==> config.mk <==
export PLATFORM = sky130hd
export DESIGN_NAME = m92_sysbus_top
export DESIGN_NICKNAME = d
export VERILOG_FILES = /design/src/hw/sysbus_pkg.sv /design/src/hw/bus_cycle_if.sv /design/src/hw/bus_cycle_decode.sv /design/src/hw/io_registers.sv /design/src/hw/sdram_request.sv /design/src/hw/read_data_mux.sv /design/src/hw/m92_sysbus_top.sv
export SDC_FILE = /design/constraint.sdc
export NUM_CORES = 1
export LEC_CHECK = 0
export BUFFER_PORTS_ARGS = -buffer_cell sky130_fd_sc_hd__buf_2
export CORE_AREA = 2 2 98 100
export DETAILED_ROUTE_END_ITERATION = 6
export DIE_AREA = 0 0 100 102
export PLACE_DENSITY = 0.83
export SLEW_MARGIN = 20
export SYNTH_ARGS = -nofsm -noshare
export SYNTH_HDL_FRONTEND = slang
export SYNTH_SLANG_ARGS = --single-unit
==> constraint.sdc <==
create_clock -name clk_sys -period 5.4 [get_ports clk_sys]
set_input_delay 0.54 -clock clk_sys [delete_from_list [all_inputs] [get_ports clk_sys]]
set_output_delay 0.54 -clock clk_sys [all_outputs]
set_load 0.01 [all_outputs]
==> src/hw/sysbus_pkg.sv <==
// Shared bus types, region encoding, I/O port map and memory map for the system bus controller
package sysbus_pkg;

    // ========================================================================
    // Bus types
    // ========================================================================

    typedef logic [19:0] cpu_addr_t;
    typedef logic [15:0] cpu_data_t;
    typedef logic [24:0] sdr_addr_t;

    // Where a CPU memory cycle lands in SDRAM
    typedef enum logic [1:0] {
        region_rom  = 2'd0,
        region_bank = 2'd1,
        region_ram  = 2'd2,
        region_none = 2'd3
    } region_t;

    // ========================================================================
    // I/O ports (word addresses)
    // ========================================================================

    // Read side
    localparam logic [7:0] io_port_inputs_p12  = 8'h00;
    localparam logic [7:0] io_port_flags       = 8'h02;
    localparam logic [7:0] io_port_dip         = 8'h04;
    localparam logic [7:0] io_port_inputs_p34  = 8'h06;

    // Write side
    localparam logic [7:0] io_port_sysflags    = 8'h02;
    localparam logic [7:0] io_port_bank        = 8'h20;
    localparam logic [7:0] io_port_sound_reset = 8'hc0;

    // ========================================================================
    // Memory map
    // ========================================================================

    localparam cpu_addr_t bank_window_start = 20'hA0000;
    localparam cpu_addr_t ram_window_start  = 20'hE0000;
    localparam cpu_addr_t ram_window_end    = 20'hEFFFF;
    localparam cpu_addr_t bank_size         = 20'h20000;
    localparam sdr_addr_t bank_rom_offset   = 25'h100000;

endpackage

==> src/hw/bus_cycle_if.sv <==
// Decoded CPU bus cycle, passed from the decode stage to the execute and result stages
`timescale 1ns/100ps

interface bus_cycle_if;
    import sysbus_pkg::*;

    // Cycle kind
    logic      io_wr;
    logic      io_rd;
    logic      mem_wr;
    logic      mem_rd;
    logic      int_ack;
    logic      mem_start;

    // Address and payload
    cpu_addr_t word_addr;
    cpu_data_t wdata;
    logic [1:0] byte_sel;

    // Memory map result
    region_t   region;
    logic      writable;
    sdr_addr_t sdr_addr;

    modport decode (
        output io_wr, io_rd, mem_wr, mem_rd, int_ack, mem_start,
        output word_addr, wdata, byte_sel, region, writable, sdr_addr
    );

    modport execute (
        input io_wr, mem_wr, mem_start,
        input word_addr, wdata, byte_sel, region, writable, sdr_addr
    );

    modport result (
        input io_rd, mem_rd, int_ack, word_addr, region
    );

endinterface

==> src/hw/bus_cycle_decode.sv <==
// Decode stage turning V33 status pins and address into cycle kind, region and SDRAM address
`timescale 1ns/100ps

module bus_cycle_decode #(
    parameter sysbus_pkg::sdr_addr_t rom_base = 25'h0,
    parameter sysbus_pkg::sdr_addr_t ram_base = 25'h1F00000
) (
    input  logic                  clk_sys,
    input  logic                  reset_n,

    input  logic                  m_io,
    input  logic                  r_w,
    input  logic                  busst0,
    input  logic                  busst1,
    input  logic                  n_dstb,
    input  logic                  n_bcyst,
    input  logic                  n_ube,
    input  sysbus_pkg::cpu_addr_t addr,
    input  sysbus_pkg::cpu_data_t dout,

    input  logic [3:0]            bank_select,

    bus_cycle_if.decode           bus
);
    import sysbus_pkg::*;

    localparam cpu_addr_t bank_window_end = bank_window_start + bank_size;

    logic      mem_cycle;
    logic      n_bcyst_d;
    cpu_addr_t word_addr;
    region_t   region;
    logic      writable;
    sdr_addr_t sdr_addr;

    // ========================================================================
    // Cycle kind from the status pins
    // ========================================================================

    assign bus.io_wr   = ~m_io & ~r_w & ~busst1 &  busst0 & ~n_dstb;
    assign bus.io_rd   = ~m_io &  r_w & ~busst1 &  busst0;
    assign bus.mem_wr  =  m_io & ~r_w & ~busst1 &  busst0 & ~n_dstb;
    assign bus.mem_rd  =  m_io &  r_w & ~busst1;
    assign bus.int_ack = ~m_io &  r_w & ~busst1 & ~busst0 & ~n_dstb;

    assign mem_cycle = bus.mem_rd | bus.mem_wr;

    // Outside a memory cycle the delayed strobe is forced high,
    // so only a fresh falling edge of n_bcyst starts a request
    always_ff @(posedge clk_sys or negedge reset_n) begin
        if (!reset_n) begin
            n_bcyst_d <= 1'b1;
        end else begin
            n_bcyst_d <= ~mem_cycle | n_bcyst;
        end
    end

    assign bus.mem_start = mem_cycle & ~n_bcyst & n_bcyst_d;

    // ========================================================================
    // Address translation
    // ========================================================================

    assign word_addr = {addr[19:1], 1'b0};

    always_comb begin
        region   = region_none;
        writable = 1'b0;
        sdr_addr = '0;
        if (word_addr < bank_window_start) begin
            region   = region_rom;
            sdr_addr = rom_base + sdr_addr_t'(word_addr);
        end else if (word_addr < bank_window_end) begin
            // Selected bank sits after the fixed ROM image
            region   = region_bank;
            sdr_addr = rom_base + bank_rom_offset
                     + sdr_addr_t'(bank_select) * sdr_addr_t'(bank_size)
                     + sdr_addr_t'(word_addr - bank_window_start);
        end else if (word_addr >= ram_window_start && word_addr <= ram_window_end) begin
            region   = region_ram;
            writable = 1'b1;
            sdr_addr = ram_base + sdr_addr_t'(word_addr[15:0]);
        end
    end

    assign bus.word_addr = word_addr;
    assign bus.wdata     = dout;
    assign bus.byte_sel  = {~n_ube, ~addr[0]};
    assign bus.region    = region;
    assign bus.writable  = writable;
    assign bus.sdr_addr  = sdr_addr;

    // CPU holds the address for the clock after a memory cycle starts
    a_addr_held: assert property (@(posedge clk_sys) disable iff (!reset_n)
        bus.mem_start |=> $stable(addr));

endmodule

==> src/hw/io_registers.sv <==
// Execute stage for I/O writes to the system flags, ROM bank select and sound reset registers
`timescale 1ns/100ps

module io_registers (
    input  logic        clk_sys,
    input  logic        reset_n,

    bus_cycle_if.execute bus,

    output logic [7:0]  sys_flags,
    output logic [3:0]  bank_select,
    output logic        sound_reset
);
    import sysbus_pkg::*;

    logic wr_sysflags;
    logic wr_bank;
    logic wr_sound_reset;

    // ========================================================================
    // Port decode
    // ========================================================================

    // Full address compare with the upper I/O address bits clear
    assign wr_sysflags    = bus.io_wr && (bus.word_addr == cpu_addr_t'(io_port_sysflags));
    assign wr_bank        = bus.io_wr && (bus.word_addr == cpu_addr_t'(io_port_bank));
    assign wr_sound_reset = bus.io_wr && (bus.word_addr == cpu_addr_t'(io_port_sound_reset));

    // ========================================================================
    // Registers
    // ========================================================================

    // Bits 1:0 drive the coin counters and bit 2 is the soft screen flip
    always_ff @(posedge clk_sys or negedge reset_n) begin
        if (!reset_n) begin
            sys_flags <= 8'h00;
        end else if (wr_sysflags) begin
            sys_flags <= bus.wdata[7:0];
        end
    end

    always_ff @(posedge clk_sys or negedge reset_n) begin
        if (!reset_n) begin
            bank_select <= 4'h0;
        end else if (wr_bank) begin
            bank_select <= bus.wdata[3:0];
        end
    end

    // Sound CPU is held in reset while bit 0 is low
    always_ff @(posedge clk_sys or negedge reset_n) begin
        if (!reset_n) begin
            sound_reset <= 1'b0;
        end else if (wr_sound_reset) begin
            sound_reset <= ~bus.wdata[0];
        end
    end

    // Write data holds while the CPU keeps the I/O write strobe low
    a_wdata_held: assert property (@(posedge clk_sys) disable iff (!reset_n)
        bus.io_wr && $past(bus.io_wr) |-> $stable(bus.wdata));

endmodule

==> src/hw/sdram_request.sv <==
// Memory cycle stage driving the SDRAM request toggle, write select and read data capture
`timescale 1ns/100ps

module sdram_request (
    input  logic                  clk_sys,
    input  logic                  reset_n,

    bus_cycle_if.execute          bus,

    // SDRAM CPU channel
    output sysbus_pkg::sdr_addr_t sdr_cpu_addr,
    output sysbus_pkg::cpu_data_t sdr_cpu_din,
    output logic                  sdr_cpu_req,
    output logic [1:0]            sdr_cpu_wr_sel,
    input  sysbus_pkg::cpu_data_t sdr_cpu_dout,
    input  logic                  sdr_cpu_ack,

    // Toward the CPU
    output sysbus_pkg::cpu_data_t mem_data,
    output logic                  mem_ready
);
    import sysbus_pkg::*;

    logic busy;
    logic start_req;
    logic req_done;

    // ========================================================================
    // Handshake
    // ========================================================================

    // Starts seen while busy are dropped since the CPU is already held
    assign start_req = ~busy & bus.mem_start & (bus.region != region_none);

    // Request is complete once the SDRAM mirrors the toggle
    assign req_done  = busy & (sdr_cpu_req == sdr_cpu_ack);

    always_ff @(posedge clk_sys or negedge reset_n) begin
        if (!reset_n) begin
            busy        <= 1'b0;
            sdr_cpu_req <= 1'b0;
        end else if (start_req) begin
            busy        <= 1'b1;
            sdr_cpu_req <= ~sdr_cpu_req;
        end else if (req_done) begin
            busy        <= 1'b0;
        end
    end

    assign mem_ready = ~busy;

    // ========================================================================
    // Request payload and read data
    // ========================================================================

    always_ff @(posedge clk_sys) begin
        if (start_req) begin
            sdr_cpu_addr <= bus.sdr_addr;
            sdr_cpu_din  <= bus.wdata;
            // ROM writes still go out with no byte enabled
            if (bus.mem_wr && bus.writable) begin
                sdr_cpu_wr_sel <= bus.byte_sel;
            end else begin
                sdr_cpu_wr_sel <= 2'b00;
            end
        end
        if (req_done) begin
            mem_data <= sdr_cpu_dout;
        end
    end

    // SDRAM acknowledges only a request that is pending
    a_ack_only_pending: assert property (@(posedge clk_sys) disable iff (!reset_n)
        !busy |-> sdr_cpu_ack == sdr_cpu_req);

endmodule

==> src/hw/read_data_mux.sv <==
// Result stage: builds player switch bytes and selects the word returned to the CPU
`timescale 1ns/100ps

module read_data_mux (
    bus_cycle_if.result           bus,

    input  logic                  kick_harness,
    input  logic [3:0]            coin,
    input  logic [3:0]            start_buttons,
    input  logic [9:0]            p1_input,
    input  logic [9:0]            p2_input,
    input  logic [9:0]            p3_input,
    input  logic [9:0]            p4_input,
    input  logic [23:0]           dip_sw,
    input  logic [7:0]            int_vector,
    input  sysbus_pkg::cpu_data_t mem_data,

    output sysbus_pkg::cpu_data_t din
);
    import sysbus_pkg::*;

    logic [7:0] switches_p1;
    logic [7:0] switches_p2;
    logic [7:0] switches_p3;
    logic [7:0] switches_p4;
    cpu_data_t  flags;

    // Common layout of a player byte, bits 5 and 4 vary by player and harness
    function automatic logic [7:0] player_byte(input logic [9:0] p, input logic b5,
                                               input logic b4);
        player_byte = {p[4], p[5], b5, b4, p[3], p[2], p[1], p[0]};
    endfunction

    // ========================================================================
    // Player switches
    // ========================================================================

    // Kick harness puts the kick button on bit 5
    assign switches_p1 = player_byte(p1_input, kick_harness & p1_input[6], 1'b0);
    assign switches_p2 = player_byte(p2_input, kick_harness & p2_input[6], 1'b0);

    // Harness borrows port 06 for the extra buttons of players 1 and 2
    assign switches_p3 = kick_harness ? 8'h00
                                      : player_byte(p3_input, coin[2], start_buttons[2]);
    assign switches_p4 = kick_harness ? {p2_input[9], p2_input[8], p2_input[7], 1'b0,
                                         p1_input[9], p1_input[8], p1_input[7], 1'b0}
                                      : player_byte(p4_input, coin[3], start_buttons[3]);

    // DMA busy, test and R bits read back as inactive
    assign flags = {~dip_sw[23:16], 4'b1111, ~coin[1:0], ~start_buttons[1:0]};

    // ========================================================================
    // Read word select
    // ========================================================================

    always_comb begin
        if (bus.int_ack) begin
            din = {8'h00, int_vector};
        end else if (bus.mem_rd) begin
            din = (bus.region == region_none) ? 16'hffff : mem_data;
        end else if (bus.io_rd) begin
            case (bus.word_addr[7:0])
                io_port_inputs_p12: din = {~switches_p2, ~switches_p1};
                io_port_flags:      din = flags;
                io_port_dip:        din = ~dip_sw[15:0];
                io_port_inputs_p34: din = {~switches_p4, ~switches_p3};
                default:            din = 16'hffff;
            endcase
        end else begin
            din = 16'hffff;
        end
    end

endmodule

==> src/hw/m92_sysbus_top.sv <==
// Top level of the CPU system bus controller; connect V33 bus pins, board inputs and SDRAM
`timescale 1ns/100ps

module m92_sysbus_top #(
    parameter sysbus_pkg::sdr_addr_t rom_base = 25'h0,
    parameter sysbus_pkg::sdr_addr_t ram_base = 25'h1F00000
) (
    input  logic                  clk_sys,
    input  logic                  reset_n,

    // CPU bus
    input  logic                  m_io,
    input  logic                  r_w,
    input  logic                  busst0,
    input  logic                  busst1,
    input  logic                  n_dstb,
    input  logic                  n_bcyst,
    input  logic                  n_ube,
    input  sysbus_pkg::cpu_addr_t addr,
    input  sysbus_pkg::cpu_data_t dout,
    input  logic [7:0]            int_vector,
    output sysbus_pkg::cpu_data_t din,
    output logic                  mem_ready,

    // Board and player inputs
    input  logic                  kick_harness,
    input  logic [3:0]            coin,
    input  logic [3:0]            start_buttons,
    input  logic [9:0]            p1_input,
    input  logic [9:0]            p2_input,
    input  logic [9:0]            p3_input,
    input  logic [9:0]            p4_input,
    input  logic [23:0]           dip_sw,

    // SDRAM CPU channel
    output sysbus_pkg::sdr_addr_t sdr_cpu_addr,
    output sysbus_pkg::cpu_data_t sdr_cpu_din,
    output logic                  sdr_cpu_req,
    output logic [1:0]            sdr_cpu_wr_sel,
    input  sysbus_pkg::cpu_data_t sdr_cpu_dout,
    input  logic                  sdr_cpu_ack,

    // Control outputs
    output logic [1:0]            coin_counter,
    output logic                  flipped,
    output logic [3:0]            bank_select,
    output logic                  sound_reset
);
    import sysbus_pkg::*;

    logic [7:0] sys_flags;
    cpu_data_t  mem_data;

    bus_cycle_if bus ();

    bus_cycle_decode #(
        .rom_base (rom_base),
        .ram_base (ram_base)
    ) u_decode (
        .clk_sys     (clk_sys),
        .reset_n     (reset_n),
        .m_io        (m_io),
        .r_w         (r_w),
        .busst0      (busst0),
        .busst1      (busst1),
        .n_dstb      (n_dstb),
        .n_bcyst     (n_bcyst),
        .n_ube       (n_ube),
        .addr        (addr),
        .dout        (dout),
        .bank_select (bank_select),
        .bus         (bus.decode)
    );

    io_registers u_io_registers (
        .clk_sys     (clk_sys),
        .reset_n     (reset_n),
        .bus         (bus.execute),
        .sys_flags   (sys_flags),
        .bank_select (bank_select),
        .sound_reset (sound_reset)
    );

    sdram_request u_sdram_request (
        .clk_sys        (clk_sys),
        .reset_n        (reset_n),
        .bus            (bus.execute),
        .sdr_cpu_addr   (sdr_cpu_addr),
        .sdr_cpu_din    (sdr_cpu_din),
        .sdr_cpu_req    (sdr_cpu_req),
        .sdr_cpu_wr_sel (sdr_cpu_wr_sel),
        .sdr_cpu_dout   (sdr_cpu_dout),
        .sdr_cpu_ack    (sdr_cpu_ack),
        .mem_data       (mem_data),
        .mem_ready      (mem_ready)
    );

    read_data_mux u_read_data_mux (
        .bus           (bus.result),
        .kick_harness  (kick_harness),
        .coin          (coin),
        .start_buttons (start_buttons),
        .p1_input      (p1_input),
        .p2_input      (p2_input),
        .p3_input      (p3_input),
        .p4_input      (p4_input),
        .dip_sw        (dip_sw),
        .int_vector    (int_vector),
        .mem_data      (mem_data),
        .din           (din)
    );

    assign coin_counter = sys_flags[1:0];

    // Soft flip combined with the cabinet flip DIP
    assign flipped = ~sys_flags[2] ^ ~dip_sw[8];

endmodule

## Yosys cells after proc, flatten, opt, wreduce, memory -nomap -nowiden

Cells that the tools add are included.

- Flip-flop bits (word level): 70
- Logic and storage cells: 100
- Output and inout bits: 69
- Input port bits: 143

- Magnitude comparators: 4
- Equality and inequality tests: 9
- $add $sub $neg: 4
- Bitwise logic cells: 47
- Multiplexer cells: 18
- Reduce and logical (&&, ||, !) cells: 7

Operators by type and width:

| operator | count |
|---|---|
| 16-bit 2-to-1 mux | 4 |
| 16-bit one-hot mux with 4 select lines | 1 |
| 25-bit 2-to-1 mux | 2 |
| 20-bit less-than comparator (second input constant) | 2 |
| 8-bit NOT | 5 |
| 25-bit adder | 1 |
| 21-bit by 17-bit adder with 22-bit output (first input constant) | 1 |
| 21-bit by 21-bit adder with 22-bit output (first input constant) | 1 |
| 1-bit bitwise AND | 22 |
| 20-bit by 20-bit subtractor with 21-bit output (second input constant) | 1 |
| 20-bit >= comparator (second input constant) | 1 |
| 20-bit <= comparator (second input constant) | 1 |
| 20-bit 2-to-1 mux | 1 |
| 19-bit by 1-bit == test with 1-bit output (second input constant) | 1 |
| 19-bit by 5-bit == test with 1-bit output (second input constant) | 1 |
| 19-bit by 7-bit == test with 1-bit output (second input constant) | 1 |
| 8-bit 2-to-1 mux | 2 |
| 16-bit NOT | 1 |
| 7-bit by 2-bit == test with 1-bit output (second input constant) | 2 |
| 1-bit NOT | 14 |
| 8-bit zero test | 1 |
| 7-bit by 1-bit == test with 1-bit output (second input constant) | 1 |
| 1-bit 2-to-1 mux | 6 |
| 1-bit logical AND | 5 |
| other kinds (8) | 11 |

## Depth between registers and ports, before layout

- Depth in word-level cells: 11
- Depth in mapped cells: 12
- Gate-level depth less buffers: 9

## Modules after synthesis

A second synthesis with hierarchy kept.

- Cells, all modules: 404
- Area total of the unflattened synthesis: 4,332.9 µm²

Modules (own cells, without submodules):

| module | times used | cells each | sequential area each (µm²) | area an instance (µm²) |
|---|---|---|---|---|
| sdram_request | 1 | 71 | 1,821.7 | 1,883.1 |
| bus_cycle_decode | 1 | 155 | 26.3 | 989.7 |
| read_data_mux | 1 | 132 | 0.0 | 855.8 |
| io_registers | 1 | 45 | 325.3 | 595.6 |
| m92_sysbus_top | 1 | 1 | 0.0 | 8.8 |

## Worst setup path after synthesis

OpenSTA, ideal clock, no wires.

- Path kind: input to register
- Start point: input port addr[1]
- End point: register u_sdram_request.sdr_cpu_addr[10], enable pin
- Required time: 4.830 ns
- Path slack: -1.746 ns
- Stages on the path: 5
- Data arrival time: 6.576 ns
- Buffers on the path: 1
- Library setup time: 0.570 ns
- Cell sequence: or4_4 or4_1 buf_2 o31a_1 nor4b_1

- Longest elaborated chain between the ends: 7
- Elaborated cells between the ends (all ways): 10
- Those cells by class: order compare (4); eq/ne (1); mux (3); bitwise (1); reduce/logical (1)

Ends and longest elaborated chain:

| item | RTL line | source |
|---|---|---|
| start: declaration | m92_sysbus_top.sv:19 | `input sysbus_pkg::cpu_addr_t addr,` |
| 20-bit >= comparator or 20-bit <= comparator (tied branches) | bus_cycle_decode.sv:79 | `end else if (word_addr >= ram_window_start && word_addr <= ram_window_end) begin` |
| 1-bit logical AND | bus_cycle_decode.sv:79 |  |
| 1-bit 2-to-1 mux | bus_cycle_decode.sv:79 |  |
| 2-bit 2-to-1 mux | bus_cycle_decode.sv:73 | `end else if (word_addr < bank_window_end) begin` |
| 2-bit 2-to-1 mux (*) | bus_cycle_decode.sv:70 | `if (word_addr < bank_window_start) begin` |
| 2-bit inequality test (*) | sdram_request.sv:33 | `assign start_req = ~busy & bus.mem_start & (bus.region != region_none);` |
| 1-bit bitwise AND (*) | sdram_request.sv:33 |  |
| named net u_sdram_request.start_req | sdram_request.sv:25 | `logic start_req;` |
| end signal: assignment | sdram_request.sv:58 | `sdr_cpu_addr <= bus.sdr_addr;` |
| end: declaration | sdram_request.sv:11 | `output sysbus_pkg::sdr_addr_t sdr_cpu_addr,` |

Mark *: on every way through the listed nets, which the timed path passes. The rest lies on a longest branch.
A chain may end at the register's enable or synchronous reset.

## Final worst setup path

- Start point: input port addr[1]
- End point: output port din[8]

- Longest elaborated chain between the ends: 9
- Elaborated cells between the ends (all ways): 18
- Those cells by class: order compare (4); eq/ne (4); mux (8); reduce/logical (2)

Ends and longest elaborated chain:

| item | RTL line | source |
|---|---|---|
| 20-bit >= comparator or 20-bit <= comparator (tied branches) | bus_cycle_decode.sv:79 |  |
| 1-bit logical AND | bus_cycle_decode.sv:79 |  |
| 1-bit 2-to-1 mux | bus_cycle_decode.sv:79 |  |
| 2-bit 2-to-1 mux | bus_cycle_decode.sv:73 |  |
| 2-bit 2-to-1 mux | bus_cycle_decode.sv:70 |  |
| 2-bit == test | read_data_mux.sv:60 | `din = (bus.region == region_none) ? 16'hffff : mem_data;` |
| 16-bit 2-to-1 mux | read_data_mux.sv:60 |  |
| 16-bit 2-to-1 mux (*) | read_data_mux.sv:59 | `end else if (bus.mem_rd) begin` |
| 16-bit 2-to-1 mux (*) | read_data_mux.sv:57 | `if (bus.int_ack) begin` |
| end: declaration | m92_sysbus_top.sv:22 | `output sysbus_pkg::cpu_data_t din,` |

Mark *: on every way between the ends. The rest lies on a longest branch, timed or not.

==> reports/metrics.yaml <==
clkSlewWorstSetupHoldPaths_ps: 80
setup_repair_after_global_routing_missed_its_margin: "no"
clock_latency_ps: 350
timing.clock.skew_ps: 7.648
cts_repair_resize_count: 0
type_of_element_launching_the_critical_path: "input port"
cts_hold_repair.buffers: 0
synth.net_count: 448
ir_drop_mv: 0.2013
worstPathCellList: "buf_2 > or4_4 > or4_1 > o31a_1 > or3b_1 > o221a_2 > buf_2"
row_count: 35
firstDrtPassIters: 4
dp.final_hpwl_um: 8959
worst_path_maximum_fanout: 17
die_height_um: 102
yosysWarnings: 0
yosys.cell_types.count: 58
cts_max_path_buffers: 2
initial_utilization_pct: 39.41
synth_to_final_area_change_pct: 36.21
cp.arrival_ps: 3990
min-delay-path-class: "in -> async"
place_area_sq_um: 4684
setup_tns_ps: 0
drt-initial-drc-count: 139
timing_max_transition_violations_final: 0
power_density_nw_per_um2: 252.2
cts.repair_timing.setup_buffer_count: 0
synth_top_flop_cell: "sky130_fd_sc_hd__edfxtp_1"
layout.cell_area.non_filler_sq_um: 4890
die_area_sq_um: 10200
synthDominantCellAreaShare_pct: 48.52
place.gp.congestion: 0.8791
cell_family_with_the_largest_share_of_critical_path_delay: "simple AND/OR/NAND/NOR gates"
worst_case_headroom_to_the_max_slew_limit_pct: 44.15
worst_ep_required_time_ps: 4860
numCtsBuffers: 9
antenna_violations_before_repair: 0
critical-path-slowest-cell: "sky130_fd_sc_hd__or3b_1"
drv.max_cap_violation_count: 0
synth-seq-cells: 69
final-setup-viol-count: 0
timing_worst_slew_pin_value_ps: 837.8
io-pin-count: 212
rrSetupSlack_ps: 3430
postSynthAreaPerCell_sq_um: 12.21
synth_enable_flop_cells: 58
utilization_pct: 53.68
post-place-ws_ps: 905.5
layout_worst_path_cycle_share_pct: 83.86
detailroute.via_count: 3240
wire_length_of_the_first_global_routing_pass_um: 16840
synthesis.area_sq_um: 3590
final_layout_size_suffix_gt1_share_pct: 49.20
critical_path.max_stage_delay_ps: 760
multiInputGateArea_sq_um: 1460
largest_net_degree_at_the_start_of_global_routing: 45
grt_pass1_vias: 3155
min_period_ps: 4528
criticalPathCategory: "in -> out"
grt_overflow_total: 0
fin_ws_ps: 871.7
critical_path.n_buffers_inverters: 2
sum_of_routed_wire_length_over_all_layers_um: 11520
proportion_of_synthesized_chip_area_in_sequential_cells_pct: 56.22
synth_area_leader: "sky130_fd_sc_hd__edfxtp_1"
power.leakage_uw: 0.002117
globalRouteTotalUtil_pct: 22.17
clock_sinks: 69
fillers: 824
drt_drc_violations_left: 0
synth-async-reset-ratio_pct: 15.94
drtAntennaViolNets: 0
hold_viol_final: 0
port_buffers: 202
diodes: 0
fp.dieW_um: 100
outcome: "complete, no violations"
routed_via_density: 5.320
timing.fmax_mhz: 220.8
cts_root_buffer: "sky130_fd_sc_hd__clkbuf_8"
ff_latch_area_sq_um: 2018
library_cell_appearing_most_often_on_the_critical_path: "sky130_fd_sc_hd__buf_2"
synthesis.instances: 294
synth_area_leaders: "sky130_fd_sc_hd__edfxtp_1, sky130_fd_sc_hd__dfrtp_1, sky130_fd_sc_hd__o221a_2, sky130_fd_sc_hd__ha_1, sky130_fd_sc_hd__nor2b_1"
htreeDepth: 3
worst_setup_path_end_kind: "output port"
clock_tree_from_tritoncts: "yes"
final_nets: 647
floorplan.core_area_sq_um: 9109
avgRoutedWirePerCell_um: 18.92
[worst paths after layout]
check,startpoint,cells past startpoint,endpoint
setup / recovery,addr[1],7,din[8]
hold reg to reg,u_sdram_request.sdr_cpu_req,1,u_sdram_request.sdr_cpu_req
max in group asynchronous,reset_n,1,u_decode.n_bcyst_d
hold / removal,reset_n,1,u_io_registers.sys_flags[0]
min in group clk_sys,dout[8],1,u_sdram_request.sdr_cpu_din[8]
setup reg to reg,u_io_registers.bank_select[0],8,u_sdram_request.sdr_cpu_addr[23]
[layer usage]
| layer | GRT usage, % | share of wire, % | vias to the layer above |
|---|---|---|---|
| li1 | - | - | 1530 |
| met1 | 28.52 | 42 | 1554 |
| met4 | 7.903 | 2.1 | 0 |
| met3 | 4.583 | 6.3 | 19 |
| met5 | 0 | 0 | - |
| met2 | 37.42 | 50 | 137 |
[logic make-up after synthesis]
logic type,synth area share (%)
fa+ha+maj,4.043
compound gates,16.28
simple gates,13.91
buf+inv,3.520
xor+xnor,1.708
flops,56.22
mux,4.218
other cells,0.1045
[where the power goes]
part	total, uW	internal, uW	switching [uW]
registers	620	609	11.4
logic	175	80.5	94.2
clock network	439	219	220
total	1230	908	325
[state kept, by name, indices dropped and copies added, names as in the netlist]
| register | flops |
|---|---|
| u_io_registers.bank_select | 4 |
| u_sdram_request.sdr_cpu_wr_sel | 2 |
| u_sdram_request.mem_data | 16 |
| u_sdram_request.busy | 1 |
| u_sdram_request.sdr_cpu_din | 16 |
| u_decode.n_bcyst_d | 1 |
| u_io_registers.sound_reset | 1 |
| u_sdram_request.sdr_cpu_addr | 24 |
| u_sdram_request.sdr_cpu_req | 1 |
| u_io_registers.sys_flags | 3 |
[cell usage after synthesis (all sizes together) (2+ instances only)]
cell type  number
clkbuf          7
inv            12
xor2            3
buf             8
nor2b          20
or4             3
a221o           3
nor2           21
nand2           9
nor4b           2
edfxtp         58
nor3b           2
a21oi          11
nand4b          2
o211ai          6
o31a            3
nor3            3
o21a            2
dfrtp          10
ha             10
o21bai          2
a211o           6
mux2            9
nor4            2
nand3b          2
nand3           8
o221a          15
o21ai          10
and2b           2
xnor2           4
nand2b          5
o22ai           7
mux2i           5
and3            3
[area by class of cell]
cell class | count | share of cell area [%]
Clock inverter | 7 | 1.663
Multi-Input combinational cell | 197 | 29.86
Tap cell | 111 | 2.840
Sequential cell | 69 | 41.27
Clock buffer | 9 | 2.533
Inverter | 13 | 0.9980
Timing Repair Buffer | 203 | 20.83
[cell usage in the layout (no fill, tap or decap), types with 10 or more instances in the layout]
cell type and n:
sky130_fd_sc_hd__a21oi_1 11, sky130_fd_sc_hd__buf_2 202, sky130_fd_sc_hd__dfrtp_1 10, sky130_fd_sc_hd__edfxtp_1 58, sky130_fd_sc_hd__ha_1 10, sky130_fd_sc_hd__inv_1 12
sky130_fd_sc_hd__nor2_1 21, sky130_fd_sc_hd__nor2b_1 20, sky130_fd_sc_hd__o21ai_0 10, sky130_fd_sc_hd__o221a_2 14
[through the flow]
step                      total power, uW  std cells  hold slack [ps]
after floorplan                     710.5        294            244.4
after global placement              800.2        593            425.3
after detailed placement            805.8        593            429.7
after CTS                            1244        609            45.74
after global routing                 1291        609            46.70
final                                1233        609            53.87
No activity file was read; power rests on OpenSTA's default activity.
